==> src/common/fe_consts.svh <==
`ifndef FE_CONSTS_SVH
`define FE_CONSTS_SVH

// Byte address width
`define FE_ADDR_W 32

// ROB index width, 32 entries
`define FE_ROB_W 5

// Instruction memory size in 32-bit words
`define FE_IMEM_WORDS 256

// Default decode queue depth
`define FE_IQ_DEPTH 4

// PC after reset
`define FE_BOOT_VECTOR 32'h0000_0100

`endif

==> src/common/fe_pkg.sv <==
`include "fe_consts.svh"

package fe_pkg;

    typedef logic [`FE_ADDR_W-1:0] t_paddr;
    typedef logic [`FE_ROB_W-1:0] t_rob_id;
    typedef logic [31:0] t_instr;

    // Word index into the instruction memory
    typedef logic [$clog2(`FE_IMEM_WORDS)-1:0] t_imem_idx;

    // Mispredict reported by execute
    typedef struct packed {
        logic    valid;
        t_rob_id robid;
        t_paddr  target_addr;
    } t_br_mispred_pkt;

    // Nuke from retire, room to add fields later
    typedef struct packed {
        logic valid;
    } t_nuke_pkt;

    // Qualified redirect into the fetch controller
    typedef struct packed {
        logic   valid;
        t_paddr target_addr;
    } t_redirect;

    typedef struct packed {
        logic   valid;
        t_paddr addr;
    } t_fe_req;

    typedef struct packed {
        logic   valid;
        t_instr instr;
        t_paddr pc;
    } t_fe_rsp;

    // Memory load port
    typedef struct packed {
        logic      valid;
        t_imem_idx addr;
        t_instr    data;
    } t_imem_wr;

    typedef struct packed {
        t_instr instr;
        t_paddr pc;
    } t_instr_pkt;

endpackage

==> src/fe/fe_ctl.sv <==
`timescale 1ns/1ns
`include "fe_consts.svh"

module fe_ctl
    import fe_pkg::*;
(
    input  logic       clk,
    input  logic       reset,
    input  t_redirect  redir,
    input  logic       nuke_pdg,
    input  logic       resume_fetch,
    output t_fe_req    req,
    input  t_fe_rsp    rsp,
    input  logic       full,
    output logic       push,
    output t_instr_pkt push_data
);

    typedef enum logic [1:0] {
        FE_IDLE,
        FE_REQ_IC,
        FE_WAIT_RSP,
        FE_PDG_NUKE
    } t_fe_state;

    t_fe_state state;
    t_fe_state state_nxt;
    t_paddr    pc;
    t_paddr    pc_nxt;
    logic      rsp_stale;

    // In-flight response is stale once a redirect or nuke is underway
    assign rsp_stale = redir.valid | nuke_pdg;

    always_comb begin
        state_nxt = state;
        case (state)
            FE_IDLE: state_nxt = FE_REQ_IC;
            // Hold off while decode cannot take another entry
            FE_REQ_IC: if (!full) state_nxt = FE_WAIT_RSP;
            FE_WAIT_RSP: state_nxt = nuke_pdg ? FE_PDG_NUKE : FE_REQ_IC;
            FE_PDG_NUKE: if (resume_fetch) state_nxt = FE_REQ_IC;
            default: state_nxt = FE_IDLE;
        endcase
    end

    always_ff @(posedge clk) begin
        if (reset) begin
            state <= FE_IDLE;
        end else begin
            state <= state_nxt;
        end
    end

    // Memory request, one at a time
    always_comb begin
        req.valid = (state == FE_REQ_IC) & ~full;
        req.addr  = pc;
    end

    // Response lands exactly one cycle after the request
    assign push = (state == FE_WAIT_RSP) & rsp.valid & ~rsp_stale;

    always_comb begin
        push_data.instr = rsp.instr;
        push_data.pc    = rsp.pc;
    end

    // Redirect always takes priority over sequential advance
    always_comb begin
        if (redir.valid) begin
            pc_nxt = redir.target_addr;
        end else if (push) begin
            pc_nxt = pc + t_paddr'(4);
        end else begin
            pc_nxt = pc;
        end
    end

    always_ff @(posedge clk) begin
        if (reset) begin
            pc <= `FE_BOOT_VECTOR;
        end else begin
            pc <= pc_nxt;
        end
    end

endmodule

==> config.mk <==
export PLATFORM = sky130hd
export DESIGN_NAME = fe_ctl
export DESIGN_NICKNAME = d
export VERILOG_FILES = /design/src/common/fe_pkg.sv /design/src/fe/fe_ctl.sv
export VERILOG_INCLUDE_DIRS = /design/src /design/src/common
export SDC_FILE = /design/constraint.sdc
export NUM_CORES = 1
export LEC_CHECK = 0
export BUFFER_PORTS_ARGS = -buffer_cell sky130_fd_sc_hd__buf_2
export CAP_MARGIN = 25
export CORE_UTILIZATION = 40
export CTS_BUF_LIST = sky130_fd_sc_hd__clkbuf_16
export CTS_CLUSTER_DIAMETER = 80
export DETAILED_ROUTE_END_ITERATION = 12
export GPL_TIMING_DRIVEN = 0
export PLACE_DENSITY = 0.82
export SLEW_MARGIN = 25
export SYNTH_ARGS = -nofsm -noshare
export SYNTH_HDL_FRONTEND = slang
export SYNTH_SLANG_ARGS = --single-unit
==> constraint.sdc <==
create_clock -name clk -period 2.4 [get_ports clk]
set_input_delay 0.48 -clock clk [delete_from_list [all_inputs] [get_ports clk]]
set_output_delay 0.48 -clock clk [all_outputs]
set_load 0.005 [all_outputs]
==> results.yml <==
placed_design:
  placed_cells: 519
  place_area_sq_um: 3240
  hpwl_microns: 5540
  place_ws_ns: 0.0143
  gp_congestion: 0.872
  port_buffers: 135
sta:
  skew_ns: 0.00626
  hold-worst-slack_ns: 0.439
  timing.fmax_mhz: 442
  rsz0062_at_grt: "no"
  drv_slew: 0
  slew_headroom: 0.613
  worst_slack_ns: 0.137
  fin_tns_setup_ns: 0
  hold_violations: 0
  worst_pin_slew_ns: 0.581
  period_share: 0.943
  min_period_ns: 2.26
  setup_viol_count_final: 0
critical_path:
  timing.rr.end: "pc[16]$_SDFFE_PP0P_"
  crit_path_end: "pc[16]$_SDFFE_PP0P_"
  path_max_fanout: 10
  ff2ff_setup_slack_ns: 0.14
  cp.arrival_ns: 2.45
  worstSetupPathType: "flop to flop"
  rr_startpoint: "pc[3]$_SDFFE_PP0P_"
  worstPathRequired_ns: 2.59
  start_kind: "flop"
  critPathCaptureType: "flop"
  cp-startpoint: "pc[3]$_SDFFE_PP0P_"
  reg2reg_depth: 6
power_and_ir_drop:
  cellLeakagePower_nw: 1.58
  ir_drop_uv: 278
  power.density_nw_per_um2: 474
logic_synthesis:
  async_reset_ff_frac: 0
  netlist_instances: 309
  synth-main-ff-cell: "dfxtp_1"
  syn_area_per_cell_sq_um: 8.00
  ys_ff_latch: 34
  synth_fp_nets: 416
  yosysSeqAreaShare: 0.275
  syn_area_sq_um: 2470
  synth_edf_count: 0
  yosys_warnings: 0
  ys_types: 42
cells_and_area:
  fillCellCount: 566
  drive_gt1_frac: 0.490
  fin_cells: 526
  area_growth_pct: 37.0
  fin_area_sq_um: 3390
  diodes: 0
  fin_nets: 557
floorplanning:
  die_h_microns: 80.6
  rows: 28
  core_area_sq_um: 5960
  initial_core_util: 0.415
  num_io_pins: 201
  die_x_microns: 80.6
  die-area_sq_um: 6500
detailed_routing:
  dr.first_iter.drc_count: 102
  vias_per_cell: 5.25
  wl_microns: 7180
  ant_nets: 0
  drc: 0
  wl_per_cell_microns: 13.6
  dr.pass1.iters: 4
  via_count: 2762
clock_tree:
  clk_path_buf_depth: 2
  cts_made_buffers: 5
  clockRootBuffer: "clkbuf_16"
  clk_pin_slew_ns: 0.06
  postCtsHoldBufs: 0
  cts_tree: "yes"
  clk_latency_ns: 0.28
  clock-sinks: 34
  ctsResizeCount: 0
  htreeDepth: 2
  post-cts-setup-buffer-count: 0
grt:
  grt_pass1_wl_microns: 11300
  antenna_found_initial: 0
  grt_overflow: 0
  grt_max_degree: 11
  grt_pass1_vias: 2511
  grt_usage: 0.224
worst_hold_path:
  hold_path_class: "input pin to flop"
status:
  status: "finished clean"
flow_run:
  max_cap_viol_count: 0
-- power by group --
group	total (mW)	internal, mW	leakage, nW	switching (mW)
clock	0.608	0.375	0.0724	0.233
sequential	0.660	0.606	0.283	0.0542
combinational	0.337	0.198	1.23	0.139
total	1.60	1.18	1.58	0.426
-- metrics by stage --
step,utilization,power (mW)
floorplan,-,0.849
global placement,0.544,0.996
detailed placement,0.544,1.01
CTS,0.567,1.61
global route,0.569,1.69
finish,0.569,1.60
-- layout by cell type (no fill, tap or decap), types with 2 or more instances in the layout --
cell type  count
nor2b_1        2
o21ai_0        5
a2111oi_0      3
nor3_1         3
nand2_1       15
nand3_1        8
nor2_1        33
xor2_1         5
and2_1         2
or3_2          3
nor4_1         6
inv_1         10
and3_1         3
clkbuf_1      12
o31ai_1        8
xnor2_1        5
a31oi_1        3
buf_4         64
or4_1         13
nand4_1        8
a311oi_1      12
ha_1           3
or2_2          2
dfxtp_1       32
or3_1          6
o211ai_1       5
buf_2        136
dfxtp_2        2
a21oi_1        5
clkbuf_16      5
a211oi_1      10
mux2i_1        3
and4_1         3
clkinv_1       2
-- metal layers --
metal | part of all wire | track usage | vias to the layer above | wire (microns)
li1 | - | - | 1342 | -
met1 | 0.39 | 0.260 | 1246 | 2790
met2 | 0.50 | 0.401 | 168 | 3610
met3 | 0.10 | 0.0523 | 6 | 730
met4 | 0.0059 | 0.0714 | 0 | 42
met5 | 0 | 0 | - | 0
-- sequential cells by signal, summed over array words and instances, names as in the netlist --
register	cells
state	2
pc	32
-- area by class of cell --
type | instances | area, sq um | area share
Sequential cell | 34 | 683 | 0.202
Inverter | 10 | 37.5 | 0.0111
Buffer | 80 | 551 | 0.162
Clock inverter | 3 | 12.5 | 0.00369
Multi-Input combinational cell | 184 | 1210 | 0.357
Timing Repair Buffer | 135 | 676 | 0.199
Tap cell | 75 | 93.8 | 0.0277
Clock buffer | 5 | 125 | 0.0369
-- kinds of logic (layout without fill, tap and decap cells) --
logic type	after synthesis	after routing	synth area share
and+or+nand+nor	113	113	0.257
buffers and inverters	91	233	0.239
AOI/OAI and AO/OA	54	54	0.161
DFF	34	34	0.275
xor gates and xnor gates	10	10	0.0354
adders and majority gates	4	4	0.0202
muxes	3	3	0.0121
-- synth_stat cells, types with 2 or more instances --
cell,n,share of area
a2111oi_0,3,0.011
a211oi_1,10,0.030
a21oi_1,5,0.010
a311oi_1,13,0.046
a31oi_1,3,0.0076
and2_1,2,0.0051
and3_1,3,0.0076
and4_1,3,0.011
buf_4,64,0.19
clkbuf_1,14,0.021
dfxtp_1,34,0.28
ha_1,4,0.020
inv_1,9,0.014
mux2i_1,3,0.012
nand2_1,15,0.023
nand3_1,8,0.016
nand4_1,8,0.020
nor2_1,33,0.050
nor2b_1,2,0.0051
nor3_1,3,0.0061
nor4_1,6,0.015
o211ai_1,5,0.015
o21ai_0,5,0.010
o31ai_1,8,0.024
or2_2,2,0.0051
or3_1,6,0.015
or3_2,3,0.0091
or4_1,13,0.039
xnor2_1,5,0.018
xor2_1,5,0.018
-- critical path, cell delays in order, from the launching register on --
cell and delay (ns):
dfxtp_1 0.41, ha_2 0.24, nand4_1 0.14, or4_4 0.48, buf_6 0.16, or3_2 0.46
a311oi_2 0.28
-- worst min path at each step --
stage                               start                     to  depth (start not counted)  slack (ns)
finish                           redir[0]     pc[0]$_SDFFE_PP0P_                          3        0.44
global route                     redir[0]     pc[0]$_SDFFE_PP0P_                          3        0.46
global placement       pc[1]$_SDFFE_PP0P_     pc[1]$_SDFFE_PP0P_                          2        0.47
CTS                              redir[0]     pc[0]$_SDFFE_PP0P_                          3        0.44
floorplan           state[0]$_SDFFE_PP0P_  state[0]$_SDFFE_PP0P_                          2        0.48
detailed placement     pc[1]$_SDFFE_PP0P_     pc[1]$_SDFFE_PP0P_                          2        0.49
No activity file was read; power rests on OpenSTA's default activity.
