==> src/common/fe_consts.svh <==
`ifndef FE_CONSTS_SVH
`define FE_CONSTS_SVH

// Byte address width
`define FE_ADDR_W 32

// ROB index width, 32 entries
`define FE_ROB_W 5

// Instruction memory size in 32-bit words
`define FE_IMEM_WORDS 256

// Default decode queue depth
`define FE_IQ_DEPTH 4

// PC after reset
`define FE_BOOT_VECTOR 32'h0000_0100

`endif

==> src/common/fe_pkg.sv <==
`include "fe_consts.svh"

package fe_pkg;

    typedef logic [`FE_ADDR_W-1:0] t_paddr;
    typedef logic [`FE_ROB_W-1:0] t_rob_id;
    typedef logic [31:0] t_instr;

    // Word index into the instruction memory
    typedef logic [$clog2(`FE_IMEM_WORDS)-1:0] t_imem_idx;

    // Mispredict reported by execute
    typedef struct packed {
        logic    valid;
        t_rob_id robid;
        t_paddr  target_addr;
    } t_br_mispred_pkt;

    // Nuke from retire, room to add fields later
    typedef struct packed {
        logic valid;
    } t_nuke_pkt;

    // Qualified redirect into the fetch controller
    typedef struct packed {
        logic   valid;
        t_paddr target_addr;
    } t_redirect;

    typedef struct packed {
        logic   valid;
        t_paddr addr;
    } t_fe_req;

    typedef struct packed {
        logic   valid;
        t_instr instr;
        t_paddr pc;
    } t_fe_rsp;

    // Memory load port
    typedef struct packed {
        logic      valid;
        t_imem_idx addr;
        t_instr    data;
    } t_imem_wr;

    typedef struct packed {
        t_instr instr;
        t_paddr pc;
    } t_instr_pkt;

endpackage

==> src/fe_redirect.sv <==
`timescale 1ns/1ns

module fe_redirect
    import fe_pkg::*;
(
    input  logic            clk,
    input  logic            reset,
    input  t_br_mispred_pkt br_mispred,
    input  t_nuke_pkt       nuke,
    input  t_rob_id         oldest_robid,
    output t_redirect       redir,
    output logic            flush,
    output logic            nuke_pdg
);

    logic    mispred_ql;
    logic    redir_valid;
    t_paddr  redir_target;
    t_rob_id pdg_robid;

    // Age is the distance from the oldest ROB entry, wrapping with the ROB
    function automatic logic robid_older(t_rob_id a, t_rob_id b, t_rob_id oldest);
        t_rob_id dist_a;
        t_rob_id dist_b;
        dist_a = a - oldest;
        dist_b = b - oldest;
        return dist_a < dist_b;
    endfunction

    // First mispredict wins, later ones only if older than the stored one
    assign mispred_ql = br_mispred.valid &
                        (~nuke_pdg | robid_older(br_mispred.robid, pdg_robid, oldest_robid));

    // The pending flag also serves as the pending-nuke level for fetch
    always_ff @(posedge clk) begin
        if (reset) begin
            nuke_pdg    <= 1'b0;
            redir_valid <= 1'b0;
            flush       <= 1'b0;
        end else begin
            nuke_pdg    <= ~nuke.valid & (nuke_pdg | br_mispred.valid);
            redir_valid <= mispred_ql;
            flush       <= mispred_ql | nuke.valid;
        end
    end

    // Robid and target of the oldest mispredict so far
    always_ff @(posedge clk) begin
        if (mispred_ql) begin
            pdg_robid    <= br_mispred.robid;
            redir_target <= br_mispred.target_addr;
        end
    end

    always_comb begin
        redir.valid       = redir_valid;
        redir.target_addr = redir_target;
    end

endmodule

==> config.mk <==
export PLATFORM = sky130hd
export DESIGN_NAME = fe_redirect
export DESIGN_NICKNAME = d
export VERILOG_FILES = /design/src/common/fe_pkg.sv /design/src/fe_redirect.sv
export VERILOG_INCLUDE_DIRS = /design/src /design/src/common
export SDC_FILE = /design/constraint.sdc
export NUM_CORES = 1
export LEC_CHECK = 0
export BUFFER_PORTS_ARGS = -buffer_cell sky130_fd_sc_hd__buf_2
export CORE_ASPECT_RATIO = 1.25
export CORE_MARGIN = 2
export CORE_UTILIZATION = 44
export CTS_CLUSTER_DIAMETER = 200
export DETAILED_ROUTE_END_ITERATION = 8
export PLACE_DENSITY = 0.76
export SETUP_SLACK_MARGIN = 0.02
export SLEW_MARGIN = 10
export SYNTH_ARGS = -nofsm -noshare
export SYNTH_HDL_FRONTEND = slang
export SYNTH_SLANG_ARGS = --single-unit
export TNS_END_PERCENT = 5
==> constraint.sdc <==
create_clock -name clk -period 4.28 [get_ports clk]
set_input_delay 0.856 -clock clk [delete_from_list [all_inputs] [get_ports clk]]
set_output_delay 0.856 -clock clk [all_outputs]
set_load 0.05 [all_outputs]
==> flow_metrics.env, run 1 <==
export IMPL_syn_area_per_cell_um2=17.35
export IMPL_drt_pass1_iterations=4
export IMPL_path_class="in -> reg"
export IMPL_die_y_um=71.35
export IMPL_relSlewSlack=0.7035
export IMPL_postCtsSetupRepairBufs=0
export IMPL_end_kind="flip-flop"
export IMPL_routabilityCongestion=0.7838
export IMPL_drtIter0Drc=8
export IMPL_path_max_fanout=37
export IMPL_p_leak_nw=0.9966
export IMPL_rrSetupSlack_ns=1.36
export IMPL_drc_errors=0
export IMPL_ff2ff_path_depth=12
export IMPL_grt_pass1_vias=1047
export IMPL_design_core_area_mm2=0.003483
export IMPL_path_cells="buf_2 -> inv_1 -> ha_1 -> inv_1 -> fa_1 -> a21o_1 -> a21oi_1 -> xnor2_1 -> ha_1 -> a21oi_1 -> o221ai_2 -> inv_1 -> buf_4"
export IMPL_tightest_slew_ns=0.4448
export IMPL_switching_share=0.2935
export IMPL_dr_wl_met3_um=341
export IMPL_final_cell_mix="80 x buf_2, 37 x edfxtp_1, 12 x ha_1, 11 x inv_1"
export IMPL_port_buffers=80
export IMPL_synth_ff_latch_count=40
export IMPL_dr_total_vias=1031
export IMPL_skew_ns=0.006855
export IMPL_clk_latency_ns=0.28
export IMPL_vdd_drop_max_mv=0.3644
export IMPL_drive_gt1_frac=0.5056
export IMPL_fin_crit_sh=0.7562
export IMPL_clockRootBuffer="clkbuf_8"
export IMPL_path_common_cell="inv_1"
export IMPL_synth_top_cell_area_share=0.6959
export IMPL_timing_max_cap_violations=0
export IMPL_cpLargestDelayFamily="adder cells"
export IMPL_ctsLongestPathBuffers=2
export IMPL_final_antenna_net_count=0
export IMPL_worstHoldStart="nuke_pdg"
export IMPL_syn_cell_area_mm2=0.001597
export IMPL_maxSlewViolCount=0
export IMPL_antenna_cells=0
export IMPL_p_switching_w=0.0002942
export IMPL_hp_class="reg -> reg"
export IMPL_nets=239
export IMPL_start_kind="input pin"
export IMPL_antenna_found_initial=0
export IMPL_min_delay_path_depth=2
export IMPL_cts_buffers=5
export IMPL_die_x_um=57.88
export IMPL_register_area_mm2=0.001171
export IMPL_cts_tree="built"
export IMPL_grt_start_max_net_pins=38
export IMPL_max_freq_mhz=309.0
export IMPL_grt_use_total=0.1470
export IMPL_finalSetupViolCount=0
export IMPL_power_density_mw_per_mm2=464.6
export IMPL_finalHoldViolations=0
export IMPL_overflow=0
export IMPL_yosysSeqAreaShare=0.7335
export IMPL_io_pins=81
export IMPL_start_util=0.4583
export IMPL_areaGrowthSynthToFinish_pct=35.11
export IMPL_holdWs_ns=0.5065
export IMPL_fill_cells=275
export IMPL_viasPerCell=4.708
export IMPL_cts_resized_gates=0
export IMPL_synth_nets=152
export IMPL_r2r_start="pdg_robid[0]"
export IMPL_fin_tns_setup_ns=0
export IMPL_synth_cells=92
export IMPL_p_clk_frac=0.294
export IMPL_ys_types=17
export IMPL_ys_warn_count=0
export IMPL_cts_sinks=40
export IMPL_internal_power_w=0.0007081
export IMPL_cp_required_ns=4.21
export IMPL_dp_hpwl_mm=2.273
export IMPL_r2r_end="redir_target[6]"
export IMPL_rows=24
export IMPL_rsz0062_at_grt="no"
export IMPL_synth_top_area_cell="edfxtp_1"
export IMPL_wirelength_met1_um=961
export IMPL_wl_per_cell_um=12.83
export IMPL_hold_end="nuke_pdg"
export IMPL_path_buf_inv=5
export IMPL_postCtsHoldBufs=0
export IMPL_routed_wl_mm=2.810
export IMPL_power_frac_seq=0.474
export IMPL_die_area_mm2=0.004129
export IMPL_dr_wl_met2_mm=1.480
export IMPL_grt_pass1_wl_mm=4.422
export IMPL_h_tree_depth=2
export IMPL_crit_path_max_incr_delay_ns=0.40
export IMPL_timing_final_crit_period_ns=3.236
export IMPL_final_common_cell="buf_2"
export IMPL_clk_pin_slew_ns=0.08
export IMPL_combPwrFrac=0.232
export IMPL_synth_top_cells_by_area="edfxtp_1 70%, ha_1 9.4%, dfxtp_1 3.8%"
export IMPL_cp_slowest_cell="fa_1"
export IMPL_multi_input_area_um2=376.6
export IMPL_outcome="finished, final reports clean"
export IMPL_arrival_ns=3.17
export IMPL_routed_top_layer="met4"
registers in the layout (all words and copies together) (netlist names):
signal        count
redir_valid       1
redir_target     32
nuke_pdg          1
pdg_robid         5
flush             1
power groups by stage:
stage	Sequential (W)	Clock [W]	Combinational [W]
after CTS	0.000475	0.000305	0.000236
after global routing	0.000478	0.000317	0.000252
after detailed placement	0.000483	0	0.000236
after global placement	0.000482	0	0.000230
after floorplan	0.000579	0	0.0000750
final	0.000475	0.000295	0.000232
routing by layer:
metal,GRT usage,vias up
li1,-,506
met1,0.1521,468
met2,0.2475,53
met3,0.07581,4
met4,0.06202,0
met5,0,-
through the flow:
stage,util,instances,setup slack (ns),total power (W),area [um2]
CTS,0.6193,219,1.011,0.001016,2157
floorplan,-,92,0.6671,0.0006544,1597
global route,0.6193,219,0.8581,0.001047,2157
global placement,0.5873,211,0.8148,0.0007122,2046
finish,0.6193,219,1.044,0.001002,2157
detailed placement,0.5873,211,0.7154,0.0007196,2046
synth_stat cells (all sizes together):
cell type,instances
dfxtp,3
edfxtp,37
a31oi,1
xnor2,5
a21oi,6
xor2,3
nor2,2
fa,2
a21o,5
buf,1
inv,11
ha,12
o221ai,1
nand2b,1
nand3,1
nor3,1
tightest hold or removal path: stages (launching register included):
cell,delay [ns]
dfxtp_1,0.33
nor2_1,0.09
nor3_1,0.04
kinds of logic after synthesis:
logic type,count (synthesis),synth area share
AND/OR/NAND/NOR,5,0.01489
adder cells (fa/ha/maj),14,0.1191
buffers and inverters,12,0.03057
AO/OA/AOI/OAI,13,0.05799
XOR/XNOR,8,0.04389
flip-flops,40,0.7335
worst max-delay path by stage:
stage	startpoint	to	slack, ns	depth (start not counted)
final	br_mispred[32]	redir_target[6]	1.04	13
after global routing	oldest_robid[0]	pdg_robid[0]	0.86	12
after CTS	br_mispred[32]	redir_target[16]	1.01	13
after detailed placement	br_mispred[32]	redir_target[4]	0.72	13
after global placement	br_mispred[32]	redir_target[20]	0.81	13
after floorplan	br_mispred[32]	pdg_robid[0]	0.67	11
area by class of cell:
class	count	share of cell area
multi-input cells	40	0.1746
flip-flops and latches	40	0.5429
repair buffers	81	0.1891
clock inverters	3	0.01972
clock buffers	5	0.03190
well taps	39	0.02262
inverters	11	0.01914
No activity file was read; power rests on OpenSTA's default activity.
==> inputs of run 2 (changes only) <==
--- a/config.mk
+++ b/config.mk
@@ -9,10 +9,10 @@
 export BUFFER_PORTS_ARGS = -buffer_cell sky130_fd_sc_hd__buf_2
 export CORE_ASPECT_RATIO = 1.25
 export CORE_MARGIN = 2
-export CORE_UTILIZATION = 44
+export CORE_UTILIZATION = 40
 export CTS_CLUSTER_DIAMETER = 200
 export DETAILED_ROUTE_END_ITERATION = 8
-export PLACE_DENSITY = 0.76
+export PLACE_DENSITY = 0.72
 export SETUP_SLACK_MARGIN = 0.02
 export SLEW_MARGIN = 10
 export SYNTH_ARGS = -nofsm -noshare
==> constraint.sdc (replaced) <==
create_clock -name clk -period 2.7 [get_ports clk]
set_input_delay 0.54 -clock clk [delete_from_list [all_inputs] [get_ports clk]]
set_output_delay 0.54 -clock clk [all_outputs]
set_load 0.05 [all_outputs]
==> flow_metrics.env, run 2 (synthesis results as in run 1) <==
export IMPL_fin_tns_setup_ns=0
export IMPL_grt_util_met1=0.1299
export IMPL_end_kind="flip-flop"
export IMPL_hp_class="in -> reg"
export IMPL_path_max_fanout=24
export IMPL_die_x_um=60.51
export IMPL_grt_use_total=0.1397
export IMPL_busiest_layer="met2"
export IMPL_top_regs="redir_target x32, pdg_robid x5"
export IMPL_cp_required_ns=2.74
export IMPL_dp_hpwl_mm=2.425
export IMPL_p_leak_nw=1.016
export IMPL_path_cells="inv_1 -> ha_1 -> inv_2 -> fa_2 -> a21o_1 -> a21oi_2 -> xnor2_1 -> ha_1 -> a21oi_1 -> o221ai_2 -> clkinvlp_4 -> buf_12"
export IMPL_dp_slack_ns=-0.2842
export IMPL_port_buffers=80
export IMPL_drive_gt1_frac=0.5628
export IMPL_final_antenna_net_count=0
export IMPL_multi_input_area_um2=401.6
export IMPL_register_area_mm2=0.001171
export IMPL_io_pins=81
export IMPL_rrSetupSlack_ns=0.05
export IMPL_postCtsHoldBufs=0
export IMPL_grt_start_max_net_pins=25
export IMPL_final_cell_mix="80 x buf_2, 37 x edfxtp_1, 11 x ha_1, 7 x inv_1"
export IMPL_grt_pass1_vias=1089
export IMPL_viasPerCell=4.456
export IMPL_drc_errors=0
export IMPL_setup_slack_ns=0.04618
export IMPL_max_freq_mhz=376.8
export IMPL_outcome="finished, final reports clean"
export IMPL_rows=25
export IMPL_timing_max_cap_violations=0
export IMPL_clockRootBuffer="clkbuf_8"
export IMPL_die_area_mm2=0.004516
export IMPL_holdWs_ns=0.4238
export IMPL_areaGrowthSynthToFinish_pct=42.08
export IMPL_grt_pass1_wl_mm=4.416
export IMPL_overflow=0
export IMPL_crit_path_max_incr_delay_ns=0.37
export IMPL_routabilityCongestion=0.7461
export IMPL_use_met2=0.2379
export IMPL_antenna_cells=0
export IMPL_path_common_cell="ha_1"
export IMPL_maxSlewViolCount=0
export IMPL_finalHoldViolations=0
export IMPL_arrival_ns=2.70
export IMPL_worstHoldStart="br_mispred[3]"
export IMPL_cpLargestDelayFamily="adder cells"
export IMPL_cts_tree="built"
export IMPL_start_kind="flip-flop"
export IMPL_cts_sinks=40
export IMPL_finalSetupViolCount=0
export IMPL_power_density_mw_per_mm2=720.1
export IMPL_wl_per_cell_um=12.62
export IMPL_regMostFlops="redir_target"
export IMPL_r2r_end="redir_target[19]"
export IMPL_grt_use_met3=0.08247
export IMPL_tightest_slew_ns=0.2658
export IMPL_drtIter0Drc=26
export IMPL_design_core_area_mm2=0.003816
export IMPL_start_util=0.4184
export IMPL_drt_pass1_iterations=3
export IMPL_die_y_um=74.64
export IMPL_h_tree_depth=2
export IMPL_nets=242
export IMPL_vdd_drop_max_mv=0.4614
export IMPL_ctsLongestPathBuffers=2
export IMPL_fill_cells=325
export IMPL_timing_final_crit_period_ns=2.654
export IMPL_cts_buffers=5
export IMPL_r2r_start="pdg_robid[0]"
export IMPL_cp_slowest_cell="edfxtp_1"
export IMPL_antenna_found_initial=0
export IMPL_rsz0062_at_grt="yes"
export IMPL_dr_total_vias=1056
export IMPL_relSlewSlack=0.8240
export IMPL_routed_wl_mm=2.991
export IMPL_largest_reg_flops=32
export IMPL_skew_ns=0.004564
export IMPL_min_delay_path_depth=1
export IMPL_path_class="reg -> reg"
export IMPL_clk_latency_ns=0.29
export IMPL_p_total_w=0.001633
export IMPL_hold_end="redir_target[3]"
export IMPL_final_common_cell="buf_2"
export IMPL_ff2ff_path_depth=12
export IMPL_path_buf_inv=4
export IMPL_clk_pin_slew_ns=0.08
export IMPL_fin_crit_sh=0.9829
==> run 2: final cells by class <==
type,instances,share of cell area
inverters,11,0.02537
flip-flops and latches,40,0.5163
clock inverters,3,0.02041
clock buffers,5,0.03034
well taps,54,0.02978
multi-input cells,40,0.1771
repair buffers,84,0.2008
==> run 2: worst reg2reg max path: cells and delay by family, from the launching register on <==
| family | cells | cell delay, ns |
|---|---|---|
| buffers and inverters | 4 | 0.50 |
| XOR/XNOR | 1 | 0.09 |
| flip-flops | 1 | 0.37 |
| AO/OA/AOI/OAI | 4 | 0.65 |
| adder cells (fa/ha/maj) | 3 | 0.79 |
==> run 2: how the worst max path moves through the flow <==
stage          slack, ns  cells after the start      startpoint                to
3_5_place_dp       -0.28                     13  br_mispred[32]  redir_target[10]
3_3_place_gp       -0.21                     13  br_mispred[32]  redir_target[24]
4_1_cts             0.02                     12    pdg_robid[0]  redir_target[10]
6_report            0.05                     12    pdg_robid[0]  redir_target[19]
2_1_floorplan      -0.41                     11  br_mispred[32]      pdg_robid[0]
5_1_grt            -0.08                     12    pdg_robid[0]  redir_target[19]
==> run 2: metal layers <==
layer,part of all wire,wire length [um],up-vias
met3,0.13,385,2
met1,0.34,1025,476
li1,-,-,514
met4,0.0074,22,0
met5,0,0,-
met2,0.52,1558,64
==> run 2: power breakdown <==
part | switching (W) | leakage, nW | internal [W]
Sequential | 0.0000135 | 0.385 | 0.000739
Combinational | 0.000267 | 0.576 | 0.000128
Clock | 0.000208 | 0.0548 | 0.000278
==> run 2: repair_timing <==
item,4_1_cts,5_1_grt
setup buffers,0,0
pin swaps,1,0
endpoints found under the setup margin,24,37
gates resized for setup,0,1
==> run 2: stage by stage <==
stage	util	cell area [um2]	cells
after global placement	0.5643	2153	229
after detailed placement	0.5643	2153	229
after global routing	0.5944	2268	237
final	0.5944	2268	237
after CTS	0.5944	2268	237
after floorplan	-	1638	92
==> inputs of run 3 (changes only) <==
--- a/config.mk
+++ b/config.mk
@@ -9,10 +9,10 @@
 export BUFFER_PORTS_ARGS = -buffer_cell sky130_fd_sc_hd__buf_2
 export CORE_ASPECT_RATIO = 1.25
 export CORE_MARGIN = 2
-export CORE_UTILIZATION = 40
+export CORE_UTILIZATION = 25
 export CTS_CLUSTER_DIAMETER = 200
 export DETAILED_ROUTE_END_ITERATION = 8
-export PLACE_DENSITY = 0.72
+export PLACE_DENSITY = 0.49
 export SETUP_SLACK_MARGIN = 0.02
 export SLEW_MARGIN = 10
 export SYNTH_ARGS = -nofsm -noshare
==> flow_metrics.env, run 3 (synthesis results as in run 1) <==
export IMPL_ctsLongestPathBuffers=2
export IMPL_timing_final_crit_period_ns=2.689
export IMPL_antenna_found_initial=0
export IMPL_finalHoldViolations=0
export IMPL_maxSlewViolCount=0
export IMPL_grt_start_max_net_pins=25
export IMPL_fill_cells=641
export IMPL_p_total_w=0.001540
export IMPL_dr_total_vias=1055
export IMPL_start_kind="flip-flop"
export IMPL_postCtsSetupRepairBufs=0
export IMPL_rows=32
export IMPL_io_pins=81
export IMPL_die_y_um=93.35
export IMPL_arrival_ns=2.68
export IMPL_holdWs_ns=0.4248
export IMPL_dp_hpwl_mm=2.848
export IMPL_max_freq_mhz=371.9
export IMPL_postCtsHoldBufs=0
export IMPL_design_core_area_mm2=0.006166
export IMPL_drt_pass1_iterations=3
export IMPL_power_density_mw_per_mm2=672.1
export IMPL_cp_required_ns=2.69
export IMPL_nets=244
export IMPL_grt_pass1_wl_mm=5.326
export IMPL_areaGrowthSynthToFinish_pct=43.50
export IMPL_largest_reg_flops=32
export IMPL_drive_gt1_frac=0.5652
export IMPL_h_tree_depth=2
export IMPL_cp_slowest_cell="edfxtp_1"
export IMPL_finalSetupViolCount=0
export IMPL_antenna_cells=0
export IMPL_top_regs="redir_target x32, pdg_robid x5"
export IMPL_final_cell_mix="80 x buf_2, 37 x edfxtp_1, 11 x ha_1, 8 x inv_1"
export IMPL_path_max_fanout=24
export IMPL_hp_class="in -> reg"
export IMPL_clockRootBuffer="clkbuf_8"
export IMPL_timing_max_cap_violations=0
export IMPL_fin_crit_sh=0.9958
export IMPL_regMostFlops="redir_target"
export IMPL_viasPerCell=3.922
export IMPL_tightest_slew_ns=0.2705
export IMPL_path_class="reg -> reg"
export IMPL_cts_buffers=5
export IMPL_path_cells="inv_1 -> ha_1 -> inv_1 -> fa_2 -> buf_4 -> xnor2_1 -> ha_1 -> a21o_1 -> a31oi_4 -> o221ai_2 -> clkinvlp_4 -> buf_12"
export IMPL_relSlewSlack=0.8209
export IMPL_end_kind="flip-flop"
export IMPL_drtIter0Drc=40
export IMPL_p_leak_nw=1.008
export IMPL_die_x_um=75.48
export IMPL_clk_latency_ns=0.28
export IMPL_final_antenna_net_count=0
export IMPL_vdd_drop_max_mv=0.2854
export IMPL_grt_pass1_vias=1156
export IMPL_grt_use_total=0.1022
export IMPL_multi_input_area_um2=416.7
export IMPL_routed_wl_mm=3.485
export IMPL_cts_tree="built"
export IMPL_die_area_mm2=0.007045
export IMPL_drc_errors=0
export IMPL_routabilityCongestion=0.6970
export IMPL_rsz0062_at_grt="yes"
export IMPL_register_area_mm2=0.001171
export IMPL_outcome="finished, final reports clean"
export IMPL_final_common_cell="buf_2"
export IMPL_start_util=0.2589
export IMPL_clk_pin_slew_ns=0.07
export IMPL_cts_sinks=40
export IMPL_wl_per_cell_um=12.96
export IMPL_skew_ns=0.002929
export IMPL_overflow=0
export IMPL_port_buffers=80
export IMPL_crit_path_max_incr_delay_ns=0.37
==> run 3: area by class of cell <==
cell class | count | share of cell area
clock buffer | 5 | 0.03004
tap | 85 | 0.04642
timing repair buffer | 86 | 0.1999
multi-input combinational | 40 | 0.1819
inverter | 11 | 0.02512
sequential | 40 | 0.5112
clock inverter | 2 | 0.005461
==> run 3: timing repair <==
item / in CTS / in global routing
pin swaps: 0 / 1
gates resized for setup: 1 / 1
cloned: 0 / 0
setup endpoints to repair: 37 / 37
==> run 3: worst paths after layout <==
kind / slack [ns] / cells after the start / from / end
max reg2reg: 0.01 / 12 / pdg_robid[0] / redir_target[0]
max: 0.01 / 12 / pdg_robid[0] / redir_target[0]
min: 0.42 / 1 / br_mispred[3] / redir_target[3]
min reg2reg: 0.55 / 2 / nuke_pdg / nuke_pdg
==> run 3: per-layer routing <==
layer  vias up  track usage  part of all wire
met3         7      0.03772             0.077
met5         -            0                 0
met4         0      0.04971             0.026
met1       490       0.1083              0.34
li1        517            -                 -
met2        41       0.1739              0.55
==> run 3: metrics by stage <==
step           setup WS [ns]    util  setup TNS, ns  area [um2]  std cells
2_1_floorplan        -0.4144       -         -15.33        1638         92
3_3_place_gp         -0.2175  0.3559         -7.922        2195        262
3_5_place_dp         -0.2798  0.3559         -10.23        2195        262
4_1_cts            0.0002867  0.3701              0        2282        269
5_1_grt              -0.1484  0.3716         -5.105        2291        269
6_report             0.01144  0.3716              0        2291        269
==> run 3: worst max-delay path: cells and delay by family (launching register included) <==
family / cells / cell delay (ns)
XOR/XNOR: 1 / 0.12
flip-flops: 1 / 0.37
buffers and inverters: 5 / 0.58
adder cells (fa/ha/maj): 3 / 0.80
AO/OA/AOI/OAI: 3 / 0.53
==> run 3: where the power goes <==
part           internal [W]  leakage (nW)  switching, W
logic              0.000136         0.583      0.000282
registers          0.000739         0.385     0.0000140
clock network      0.000175        0.0400      0.000194
