$ cat src/common/fe_consts.svh
`ifndef FE_CONSTS_SVH
`define FE_CONSTS_SVH

// Byte address width
`define FE_ADDR_W 32

// ROB index width, 32 entries
`define FE_ROB_W 5

// Instruction memory size in 32-bit words
`define FE_IMEM_WORDS 256

// Default decode queue depth
`define FE_IQ_DEPTH 4

// PC after reset
`define FE_BOOT_VECTOR 32'h0000_0100

`endif

$ cat src/common/fe_pkg.sv
`include "fe_consts.svh"

package fe_pkg;

    typedef logic [`FE_ADDR_W-1:0] t_paddr;
    typedef logic [`FE_ROB_W-1:0] t_rob_id;
    typedef logic [31:0] t_instr;

    // Word index into the instruction memory
    typedef logic [$clog2(`FE_IMEM_WORDS)-1:0] t_imem_idx;

    // Mispredict reported by execute
    typedef struct packed {
        logic    valid;
        t_rob_id robid;
        t_paddr  target_addr;
    } t_br_mispred_pkt;

    // Nuke from retire, room to add fields later
    typedef struct packed {
        logic valid;
    } t_nuke_pkt;

    // Qualified redirect into the fetch controller
    typedef struct packed {
        logic   valid;
        t_paddr target_addr;
    } t_redirect;

    typedef struct packed {
        logic   valid;
        t_paddr addr;
    } t_fe_req;

    typedef struct packed {
        logic   valid;
        t_instr instr;
        t_paddr pc;
    } t_fe_rsp;

    // Memory load port
    typedef struct packed {
        logic      valid;
        t_imem_idx addr;
        t_instr    data;
    } t_imem_wr;

    typedef struct packed {
        t_instr instr;
        t_paddr pc;
    } t_instr_pkt;

endpackage

$ cat src/instr_queue.sv
`timescale 1ns/1ns
`include "fe_consts.svh"

module instr_queue
    import fe_pkg::*;
#(
    parameter type T     = t_instr_pkt,
    parameter int  DEPTH = `FE_IQ_DEPTH
) (
    input  logic clk,
    input  logic reset,
    input  logic flush,
    input  logic push,
    input  T     push_data,
    output logic full,
    input  logic pop,
    output logic valid,
    output T     head
);

    localparam int PTR_W = (DEPTH > 1) ? $clog2(DEPTH) : 1;
    localparam int CNT_W = $clog2(DEPTH + 1);

    T                 entries [DEPTH];
    logic [PTR_W-1:0] rd_ptr;
    logic [PTR_W-1:0] wr_ptr;
    logic [CNT_W-1:0] count;
    logic             do_push;
    logic             do_pop;

    // Circular increment, works for any depth
    function automatic logic [PTR_W-1:0] ptr_inc(logic [PTR_W-1:0] p);
        return (p == PTR_W'(DEPTH - 1)) ? '0 : p + 1'b1;
    endfunction

    assign valid = (count != '0);
    assign full  = (count == CNT_W'(DEPTH));
    assign head  = entries[rd_ptr];

    // Flush wins over a push or pop in the same cycle
    assign do_push = push & ~full & ~flush;
    assign do_pop  = pop & valid & ~flush;

    always_ff @(posedge clk) begin
        if (reset || flush) begin
            rd_ptr <= '0;
            wr_ptr <= '0;
            count  <= '0;
        end else begin
            if (do_push) begin
                wr_ptr <= ptr_inc(wr_ptr);
            end
            if (do_pop) begin
                rd_ptr <= ptr_inc(rd_ptr);
            end
            count <= count + CNT_W'(do_push) - CNT_W'(do_pop);
        end
    end

    always_ff @(posedge clk) begin
        if (do_push) begin
            entries[wr_ptr] <= push_data;
        end
    end

endmodule

$ cat config.mk
export PLATFORM = sky130hd
export DESIGN_NAME = instr_queue
export DESIGN_NICKNAME = d
export VERILOG_FILES = /design/src/common/fe_pkg.sv /design/src/instr_queue.sv
export VERILOG_INCLUDE_DIRS = /design/src /design/src/common
export SDC_FILE = /design/constraint.sdc
export NUM_CORES = 1
export LEC_CHECK = 0
export BUFFER_PORTS_ARGS = -buffer_cell sky130_fd_sc_hd__buf_2
export CAP_MARGIN = 5
export CORE_MARGIN = 2
export CORE_UTILIZATION = 45
export DETAILED_ROUTE_END_ITERATION = 10
export PLACE_DENSITY = 0.8
export SETUP_SLACK_MARGIN = 0.02
export SYNTH_ARGS = -nofsm -noshare
export SYNTH_HDL_FRONTEND = slang
export SYNTH_SLANG_ARGS = --single-unit
$ cat constraint.sdc
create_clock -name clk -period 3 [get_ports clk]
set_input_delay 0.15 -clock clk [delete_from_list [all_inputs] [get_ports clk]]
set_output_delay 0.15 -clock clk [all_outputs]
set_load 0.02 [all_outputs]
==> results of run 1 <==
[registers in the layout, summed over array words and instances (netlist names), named ones only]
signal	cells
entries	256
count	3
rd_ptr	2
wr_ptr	2
[per-stage QoR]
stage / hold slack [ns] / cell area, µm² / utilization, % / cells
after floorplan: 0.227 / 9710 / - / 385
after global placement: 0.330 / 10800 / 51.0 / 786
after detailed placement: 0.331 / 10800 / 51.0 / 786
after CTS: 0.0778 / 12200 / 58.0 / 896
after global routing: 0.133 / 12200 / 58.0 / 896
final: 0.0866 / 12200 / 58.0 / 896
[per-layer routing]
| layer | global-route usage (%) | vias up |
|---|---|---|
| met5 | 0 | - |
| met4 | 4.02 | 0 |
| met3 | 2.77 | 24 |
| met2 | 28.9 | 136 |
| met1 | 21.2 | 2423 |
| li1 | - | 2069 |
[cell usage in the layout, fill, tap and decap left out, drive strengths merged]
master | Yosys | routed
and3b | 1 | 1
buf | 14 | 141
clkbuf | 1 | 34
dlygate4sd3 | 0 | 66
nand2 | 8 | 8
ha | 7 | 7
clkinv | 0 | 8
inv | 5 | 5
fa | 1 | 1
mux4 | 64 | 64
mux2i | 4 | 4
xnor2 | 2 | 2
nor3b | 2 | 2
or3 | 1 | 1
nor2 | 3 | 3
nor3 | 1 | 1
edfxtp | 256 | 256
and2 | 6 | 6
bufinv | 0 | 2
dfxtp | 9 | 9
[logic make-up after synthesis]
| group | Yosys count |
|---|---|
| and+or+nand+nor | 22 |
| buffers and inverters | 20 |
| DFF | 265 |
| adders and majority gates | 8 |
| muxes | 68 |
| xor gates and xnor gates | 2 |
[what timing repair did]
item | CTS | global route
hold buffers | 66 | 0
hold endpoints to repair | 257 | 0
buffers inserted | 0 | 0
[power groups by stage]
| stage | logic [µW] | clock network [µW] | registers (µW) |
|---|---|---|---|
| 2_1_floorplan | 148 | 0 | 4210 |
| 3_3_place_gp | 283 | 0 | 4200 |
| 3_5_place_dp | 298 | 0 | 4210 |
| 4_1_cts | 366 | 3090 | 4130 |
| 5_1_grt | 393 | 3240 | 4130 |
| 6_report | 364 | 3020 | 4130 |
[worst register-to-register path: stages (launching register included)]
cell and delay (ns):
dfxtp_1 0.36, or3_4 0.41, and3b_1 0.22, ha_1 0.29, inv_1 0.04, ha_1 0.18
inv_1 0.08, fa_1 0.43, nor3_1 0.15, dlygate4sd3_1 0.57
[worst paths after layout]
check | from | endpoint
worst min register to register | rd_ptr[1] | flip-flop
worst min-delay path | flush | wr_ptr[0]
worst max register to register | count[1] | count[1]
worst max-delay path | count[1] | count[1]
[final cells by class]
class	count	area share, %
Timing Repair Buffer	207	11.8
Tap cell	275	2.82
Clock buffer	34	5.74
Clock inverter	10	0.768
Multi-Input combinational cell	100	14.2
Sequential cell	265	64.4
Inverter	5	0.154
==> summary.txt, run 1 <==
Yosys
  • Synth Area in XOR/XNOR: 0.180%
  • Post-synthesis sequential area ratio: 81.1%
  • Most numerous cell in the Yosys netlist: edfxtp_1
  • Mux cell area share after synthesis: 15.3%
  • Largest family of logic cells by synthesized area: multiplexers
  • Simple logic cell fraction of the synthesized area: 1.28%
  • Yosys top cell by area: edfxtp_1
  • Syn_area_per_cell: 25.2 µm²
  • EDFF count, synth: 256
  • Main synth FF type: edfxtp_1
  • Synthesized area: 9710 µm²
  • Synth async-reset ratio: 0%
  • Post-Synthesis Net Count: 462
  • Yosys top cell area share: 79.2%
  • Synthesized flop and latch total: 265
  • Synthesis Warnings: 0
  • Commonest cells in the netlist: 256 x edfxtp_1, 64 x mux4_2, 9 x dfxtp_1
  • Cell variety after synth: 21
  • Syn Inst Count: 385
  • Top post-synthesis cells by area: edfxtp_1 79%, mux4_2 15%, dfxtp_1 1.9%
  • Adder-cell share of the synthesized area: 1.11%
  • Synth Area in Compound Gates: 0%

Timing
  • Setup violations, final: 0
  • Final TNS setup: 0 ns
  • Final Hold Viols: 0
  • Final max-slew violation count: 0
  • Final Critical Period: 2.77 ns
  • Final worst slack: 0.226 ns
  • Highest Clock Rate: 360 MHz
  • RSZ-0062 raised after global routing: no
  • Max-slew headroom: 35.3%
  • Setup Skew: 0.0100 ns
  • Fin crit share: 92.5%
  • Tightest Pin Transition: 0.971 ns

Worst setup path
  • WS Path Type: flip-flop to flip-flop
  • Crit path buffers/inverters: 3
  • Critical path startpoint category: flip-flop
  • Critical Path RT: 3.45 ns
  • R2R setup slack: 0.23 ns
  • Critical path, cell by cell: or3_4, and3b_1, ha_1, inv_1, ha_1, inv_1, fa_1, nor3_1, dlygate4sd3_1
  • Delay of the slowest cell on the worst path: 0.57 ns
  • CP max stage cell: dlygate4sd3_1
  • Worst Reg2Reg Path Length in Cells: 9
  • Crit. End Element: flip-flop
  • WP data arrival: 3.22 ns
  • WP depth: 9
  • CP delay by family, top: adder cells
  • Crit path max fanout: 4

Route
  • Vias/cell: 5.19
  • TritonRoute pass-1 iters: 4
  • ANT nets after route: 0
  • Drt wl/cell: 20.2 µm
  • Met2 WL: 9540 µm
  • Via count: 4,652
  • Wire length on met3: 884 µm
  • DRT met1 WL: 7410 µm
  • Final wirelength: 18,100 µm
  • Uppermost layer routed: met4
  • Initial DRC count: 273
  • Post-route DRC violation count: 0

Clock tree
  • Clock root buffer: clkbuf_16
  • Post-cts resize count: 0
  • Clk sink count: 265
  • CTS tree: built
  • Clk_lat worst skew: 0.51 ns
  • H-tree depth: 1
  • CTS Buf Count: 26
  • Max Root-Sink Buffers: 3
  • Reg clk slew, reported paths: 0.06 ns

Floorplan
  • Rows: 53
  • Die W: 151 µm
  • Die area: 22,800 µm²
  • Initial Utilization: 46.0%
  • Height of the die: 151 µm
  • I/O pins: 135
  • Core Area: 21,100 µm²

GRT
  • Antenna violations before repair: 0
  • Number of global-route vias before repair: 5,129
  • Pin count of the biggest net entering global routing: 65
  • Total track usage: 16.3%
  • Global-route wire length before repair: 28,000 µm
  • Grt ovf: 0

Power and ir drop
  • Comb power frac: 4.9%
  • Pwr Density: 615 nW/µm²
  • Worst VDD drop: 0.463 mV
  • Clock power frac: 40.1%
  • Internal Power: 6090 µW
  • Seq pwr share: 55.0%
  • Net Sw Frac: 18.9%
  • Leakage dissipation: 0.00411 µW
  • Total power draw: 7510 µW
  • Net switching power: 1420 µW

Min path
  • Hold WC Path Type: input port to flip-flop
  • Hold depth: 4

Final layout
  • Synth-to-Final Area Change: 25.9%
  • Area taken by multi-input logic gates: 1740 µm²
  • Register area: 7880 µm²
  • Antenna cells: 0
  • Filler cells: 1,551
  • NumNets Final: 682
  • Ratio of cells with drive above 1 in the final layout: 39.5%

Placement
  • Dpl ws: 0.479 ns
  • Detail Placement HPWL: 10,600 µm
  • Number of port buffers: 134
  • Routability Congestion: 0.734

Status
  • Outcome: finished, final reports clean

Job
  • Max-cap violations: 0
(Power assumes the default switching activity.)
==> inputs of run 2 (changes only) <==
--- a/config.mk
+++ b/config.mk
@@ -11,7 +11,7 @@
 export CORE_MARGIN = 2
 export CORE_UTILIZATION = 45
 export DETAILED_ROUTE_END_ITERATION = 10
-export PLACE_DENSITY = 0.8
+export PLACE_DENSITY = 0.77
 export SETUP_SLACK_MARGIN = 0.02
 export SYNTH_ARGS = -nofsm -noshare
 export SYNTH_HDL_FRONTEND = slang
==> constraint.sdc (replaced) <==
create_clock -name clk -period 3.3 [get_ports clk]
set_input_delay 0.165 -clock clk [delete_from_list [all_inputs] [get_ports clk]]
set_output_delay 0.165 -clock clk [all_outputs]
set_load 0.02 [all_outputs]
==> run 2 against run 1 <==
Compared with the run above: power is 3.4% lower; critical path type unchanged; non-clock buffer count is 4 lower; maximum frequency fell by 4.0%; highest routed layer is now met5.
==> summary.txt, run 2 (synthesis gave the netlist of run 1 again) <==
Route
  • Via count: 4,651 (was 4,652)
  • TritonRoute pass-1 iters: 6 (was 4)
  • Met2 WL: 8820 µm (was 9540 µm)
  • Post-route DRC violation count: 0 (unchanged)
  • Wire length on met3: 1090 µm (was 884 µm)
  • DRT met1 WL: 7060 µm (was 7410 µm)
  • ANT nets after route: 0 (unchanged)
  • Final wirelength: 17,300 µm (was 18,100 µm)
  • Drt wl/cell: 19.3 µm (was 20.2 µm)
  • Initial DRC count: 209 (was 273)
  • Vias/cell: 5.18 (was 5.19)
  • Uppermost layer routed: met5 (was met4)

Timing
  • Final Hold Viols: 0 (unchanged)
  • Final TNS setup: 0 ns (unchanged)
  • Highest Clock Rate: 346 MHz (was 360 MHz)
  • Tightest Pin Transition: 0.999 ns (was 0.971 ns)
  • Fin crit share: 87.6% (was 92.5%)
  • Final max-slew violation count: 0 (unchanged)
  • Setup Skew: 0.0194 ns (was 0.0100 ns)
  • Final worst slack: 0.410 ns (was 0.226 ns)
  • Final Critical Period: 2.89 ns (was 2.77 ns)
  • WHS: 0.0337 ns (was 0.0866 ns)
  • Setup violations, final: 0 (unchanged)
  • RSZ-0062 raised after global routing: no (unchanged)
  • Max-slew headroom: 33.4% (was 35.3%)

Power and ir drop
  • Clock power frac: 43.8% (was 40.1%)
  • Seq pwr share: 51.7% (was 55.0%)
  • Net switching power: 1390 µW (was 1420 µW)
  • Internal Power: 5870 µW (was 6090 µW)
  • Net Sw Frac: 19.2% (was 18.9%)
  • Comb power frac: 4.5% (was 4.9%)
  • Leakage dissipation: 0.00416 µW (was 0.00411 µW)
  • Total power draw: 7260 µW (was 7510 µW)
  • Worst VDD drop: 0.441 mV (was 0.463 mV)
  • Pwr Density: 591 nW/µm² (was 615 nW/µm²)

GRT
  • Global-route wire length before repair: 27,000 µm (was 28,000 µm)
  • Number of global-route vias before repair: 5,133 (was 5,129)
  • Antenna violations before repair: 1 (was 0)
  • Pin count of the biggest net entering global routing: 65 (unchanged)
  • Total track usage: 15.5% (was 16.3%)
  • Grt ovf: 0 (unchanged)

Worst setup path
  • Crit. End Element: flip-flop (unchanged)
  • Critical Path Start: count[1] (unchanged)
  • Worst reg2reg startpoint: count[1] (unchanged)
  • WS Path Type: flip-flop to flip-flop (unchanged)
  • CP Capture Point: count[1] (unchanged)
  • Worst reg2reg endpoint: count[1] (unchanged)
  • Critical Path RT: 3.78 ns (was 3.45 ns)
  • WP data arrival: 3.37 ns (was 3.22 ns)
  • R2R setup slack: 0.41 ns (was 0.23 ns)
  • Crit path max fanout: 7 (was 4)
  • Critical path startpoint category: flip-flop (unchanged)
  • Worst Reg2Reg Path Length in Cells: 10 (was 9)

Clock tree
  • Clk sink count: 265 (unchanged)
  • Setup Buffers After CTS: 0 (unchanged)
  • H-tree depth: 1 (unchanged)
  • Max Root-Sink Buffers: 3 (unchanged)
  • CTS tree: built (unchanged)
  • Hold_buf cts: 66 (unchanged)
  • Clock root buffer: clkbuf_16 (unchanged)
  • Post-cts resize count: 0 (unchanged)
  • Clk_lat worst skew: 0.53 ns (was 0.51 ns)
  • CTS Buf Count: 27 (was 26)
  • Reg clk slew, reported paths: 0.06 ns (about the same)

Final layout
  • Commonest non-fill, non-tap cell in the layout: edfxtp_1 (unchanged)
  • Biggest register: entries (unchanged)
  • Most frequent cells in the layout: 256 x edfxtp_1, 134 x buf_2, 66 x dlygate4sd3_1 (unchanged)
  • Synth-to-Final Area Change: 26.6% (was 25.9%)
  • NumNets Final: 679 (was 682)
  • Antenna cells: 0 (unchanged)
  • Ratio of cells with drive above 1 in the final layout: 40.4% (was 39.5%)
  • Largest regs: entries: 256 flops, count: 3 flops (unchanged)
  • Largest register FFs: 256 (unchanged)

Min path
  • Hold depth: 3 (was 4)
  • Hold WC Path Type: input port to flip-flop (unchanged)
  • Worst hold start: flush (unchanged)

Floorplan
  • Height of the die: 151 µm (unchanged)
  • Die W: 151 µm (unchanged)
  • Die area: 22,800 µm² (unchanged)
  • I/O pins: 135 (unchanged)
  • Core Area: 21,100 µm² (unchanged)
  • Rows: 53 (unchanged)
  • Initial Utilization: 46.0% (unchanged)

Placement
  • Routability Congestion: 0.709 (was 0.734)
  • Number of port buffers: 134 (unchanged)
  • Detail Placement HPWL: 9810 µm (was 10,600 µm)
  • Dpl ws: 0.733 ns (was 0.479 ns)

Job
  • Max-cap violations: 0 (unchanged)

Status
  • Outcome: finished, final reports clean (unchanged)
==> run 2: worst min path at each step <==
stage	end	slack, ns
after detailed placement	count[1]	0.35
final	wr_ptr[1]	0.03
after CTS	wr_ptr[1]	0.02
after floorplan	count[1]	0.24
after global routing	wr_ptr[1]	0.05
after global placement	count[1]	0.35
==> run 2: stage by stage <==
step / area [µm²] / cells / util [%]
after floorplan: 9710 / 385 / -
after global placement: 10700 / 782 / 50.7
after detailed placement: 10700 / 782 / 50.7
after CTS: 12300 / 898 / 58.3
after global routing: 12300 / 898 / 58.3
final: 12300 / 898 / 58.3
==> run 2: per-layer routing <==
| metal | vias up | GRT usage (%) |
|---|---|---|
| met5 | - | 0 |
| met4 | 2 | 4.21 |
| met3 | 31 | 3.10 |
| met2 | 157 | 27.0 |
| met1 | 2390 | 20.0 |
| li1 | 2071 | - |
==> run 2: layout make-up <==
class	count	area, µm²
Inverter	5	18.8
Multi-Input combinational cell	100	1740
Clock buffer	30	687
Sequential cell	265	7880
Fill cell	1547	8800
Clock inverter	20	258
Tap cell	275	344
Timing Repair Buffer	203	1370
==> run 2: power by group through the flow <==
stage | clock network, µW | logic (µW) | registers (µW)
floorplan | 0 | 135 | 3820
global placement | 0 | 254 | 3820
detailed placement | 0 | 266 | 3820
CTS | 3250 | 329 | 3750
global route | 3390 | 352 | 3760
finish | 3180 | 325 | 3750
==> run 2: worst max-delay path: stages (launching register included) <==
cell and delay (ns):
dfxtp_1 0.43, nor3b_1 0.12, nor3b_2 0.47, inv_1 0.09, ha_1 0.30, inv_1 0.06
ha_1 0.14, inv_1 0.05, fa_1 0.44, nor3_1 0.17, dlygate4sd3_1 0.57
==> inputs of run 3 (changes only) <==
--- a/config.mk
+++ b/config.mk
@@ -11,7 +11,7 @@
 export CORE_MARGIN = 2
 export CORE_UTILIZATION = 45
 export DETAILED_ROUTE_END_ITERATION = 10
-export PLACE_DENSITY = 0.77
+export PLACE_DENSITY = 0.74
 export SETUP_SLACK_MARGIN = 0.02
 export SYNTH_ARGS = -nofsm -noshare
 export SYNTH_HDL_FRONTEND = slang
==> run 3 against run 2 <==
Compared with the run above: global-route usage is 0.12 points lower; hold slack worse by 0.0018 ns; largest cell class unchanged; routed wire length down 0.23%; combinational power barely moved; highest routed layer is now met4; clock skew shrank 0.013 ns; final area up 0.71%.
==> summary.txt, run 3 (synthesis gave the netlist of run 1 again) <==
Route
  • Initial DRC count: 269 (was 209)
  • Vias/cell: 5.10 (was 5.18)
  • TritonRoute pass-1 iters: 5 (was 6)
  • Post-route DRC violation count: 0 (unchanged)
  • Drt wl/cell: 19.2 µm (was 19.3 µm)
  • Via count: 4,582 (was 4,651)
  • Final wirelength: 17,300 µm (about the same)
  • ANT nets after route: 0 (unchanged)

Final layout
  • Commonest non-fill, non-tap cell in the layout: edfxtp_1 (unchanged)
  • Ratio of cells with drive above 1 in the final layout: 39.8% (was 40.4%)
  • Largest regs: entries: 256 flops, count: 3 flops (unchanged)
  • Most frequent cells in the layout: 256 x edfxtp_1, 134 x buf_2, 66 x dlygate4sd3_1 (unchanged)
  • Antenna cells: 0 (unchanged)
  • Synth-to-Final Area Change: 27.5% (was 26.6%)
  • Biggest register: entries (unchanged)
  • Filler cells: 1,533 (was 1,547)
  • Largest register FFs: 256 (unchanged)
  • NumNets Final: 680 (was 679)

GRT
  • Number of global-route vias before repair: 5,000 (was 5,133)
  • Antenna violations before repair: 0 (was 1)
  • Total track usage: 15.4% (was 15.5%)
  • Pin count of the biggest net entering global routing: 65 (unchanged)
  • Grt ovf: 0 (unchanged)
  • Global-route wire length before repair: 26,700 µm (was 27,000 µm)

Timing
  • Final TNS setup: 0 ns (unchanged)
  • Fin crit share: 86.2% (was 87.6%)
  • Final max-slew violation count: 0 (unchanged)
  • Final Critical Period: 2.84 ns (was 2.89 ns)
  • Final Hold Viols: 0 (unchanged)
  • Setup Skew: 0.00590 ns (was 0.0194 ns)
  • RSZ-0062 raised after global routing: no (unchanged)
  • Tightest Pin Transition: 0.970 ns (was 0.999 ns)
  • Highest Clock Rate: 352 MHz (was 346 MHz)
  • Max-slew headroom: 35.3% (was 33.4%)
  • Final worst slack: 0.457 ns (was 0.410 ns)
  • Setup violations, final: 0 (unchanged)

Floorplan
  • Rows: 53 (unchanged)
  • Core Area: 21,100 µm² (unchanged)
  • I/O pins: 135 (unchanged)
  • Height of the die: 151 µm (unchanged)
  • Initial Utilization: 46.0% (unchanged)
  • Die W: 151 µm (unchanged)
  • Die area: 22,800 µm² (unchanged)

Min path
  • Hold WC Path Type: input port to flip-flop (unchanged)

Clock tree
  • Clk_lat worst skew: 0.52 ns (was 0.53 ns)
  • CTS tree: built (unchanged)
  • Post-cts resize count: 0 (unchanged)
  • Clk sink count: 265 (unchanged)
  • H-tree depth: 1 (unchanged)
  • Reg clk slew, reported paths: 0.06 ns (about the same)
  • CTS Buf Count: 26 (was 27)
  • Max Root-Sink Buffers: 3 (unchanged)
  • Clock root buffer: clkbuf_16 (unchanged)

Power and ir drop
  • Worst VDD drop: 0.514 mV (was 0.441 mV)
  • Total power draw: 7360 µW (was 7260 µW)
  • Pwr Density: 594 nW/µm² (was 591 nW/µm²)
  • Leakage dissipation: 0.00418 µW (was 0.00416 µW)

Worst setup path
  • Critical path startpoint category: flip-flop (unchanged)
  • Crit path max fanout: 7 (unchanged)
  • Critical Path RT: 3.71 ns (was 3.78 ns)
  • WP data arrival: 3.25 ns (was 3.37 ns)
  • WS Path Type: flip-flop to flip-flop (unchanged)
  • Crit. End Element: flip-flop (unchanged)

Placement
  • Routability Congestion: 0.684 (was 0.709)
  • Detail Placement HPWL: 9930 µm (was 9810 µm)
  • Number of port buffers: 134 (unchanged)
  • Dpl ws: 0.723 ns (was 0.733 ns)

Job
  • Max-cap violations: 0 (unchanged)

Status
  • Outcome: finished, final reports clean (unchanged)
## run 3: cell count changes in the layout (fill, tap and decap cells not counted), sizes merged
cell | before | now
buf | 137 | 139
inv | 7 | 5
bufinv | 6 | 8
clkinv | 11 | 10
clkinvlp | 1 | 0
## run 3: stage by stage
| step | std cells | util, % | instance area (µm²) | hold slack (ns) |
|---|---|---|---|---|
| floorplan | 385 | - | 9710 | 0.242 |
| finish | 898 | 58.7 | 12400 | 0.0319 |
| global placement | 784 | 51.0 | 10700 | 0.349 |
| detailed placement | 784 | 51.0 | 10700 | 0.353 |
| global route | 898 | 58.7 | 12400 | 0.0337 |
| CTS | 898 | 58.7 | 12400 | 0.00545 |
## run 3: where the power goes
group	internal (µW)	switching [µW]	total (µW)
Sequential	3740	11.8	3750
Clock	2100	1170	3280
Combinational	157	171	328
Total	6000	1350	7360
## run 3: repair_timing
item	in CTS	in global routing
hold buffers	66	0
endpoints found under the hold margin	257	0
buffers inserted	0	0
## run 3: path summary, 6_finish.rpt
check	startpoint	end	slack [ns]	cells past startpoint
max	count[1]	count[1]	0.46	10
min	flush	wr_ptr[0]	0.03	3
max reg2reg	count[1]	count[1]	0.46	10
min reg2reg	rd_ptr[1]	flip-flop	0.49	2
## run 3: layout make-up
cell class | instances | area [µm²] | share of cell area (%)
clock buffer | 30 | 687 | 5.55
clock inverter | 18 | 280 | 2.26
inverter | 5 | 18.8 | 0.152
timing repair buffer | 205 | 1430 | 11.6
multi-input combinational | 100 | 1740 | 14.1
tap | 275 | 344 | 2.78
sequential | 265 | 7880 | 63.6
## run 3: routing by layer
layer / share of wire [%] / GRT usage [%] / vias to the layer above / wire length [µm]
met4: 2.2 / 4.58 / 0 / 382
met2: 50 / 25.7 / 136 / 8700
met5: 0 / 0 / - / 0
met3: 5.1 / 3.07 / 34 / 873
li1: - / - / 2066 / -
met1: 42 / 20.7 / 2346 / 7300
## run 3: worst max-delay path: stages, from the launching register on
cell,delay [ns]
dfxtp_1,0.41
nor3b_1,0.10
nor3b_2,0.47
inv_1,0.11
ha_1,0.31
inv_1,0.06
ha_1,0.14
inv_1,0.05
fa_1,0.49
nor3_1,0.04
dlygate4sd3_1,0.54
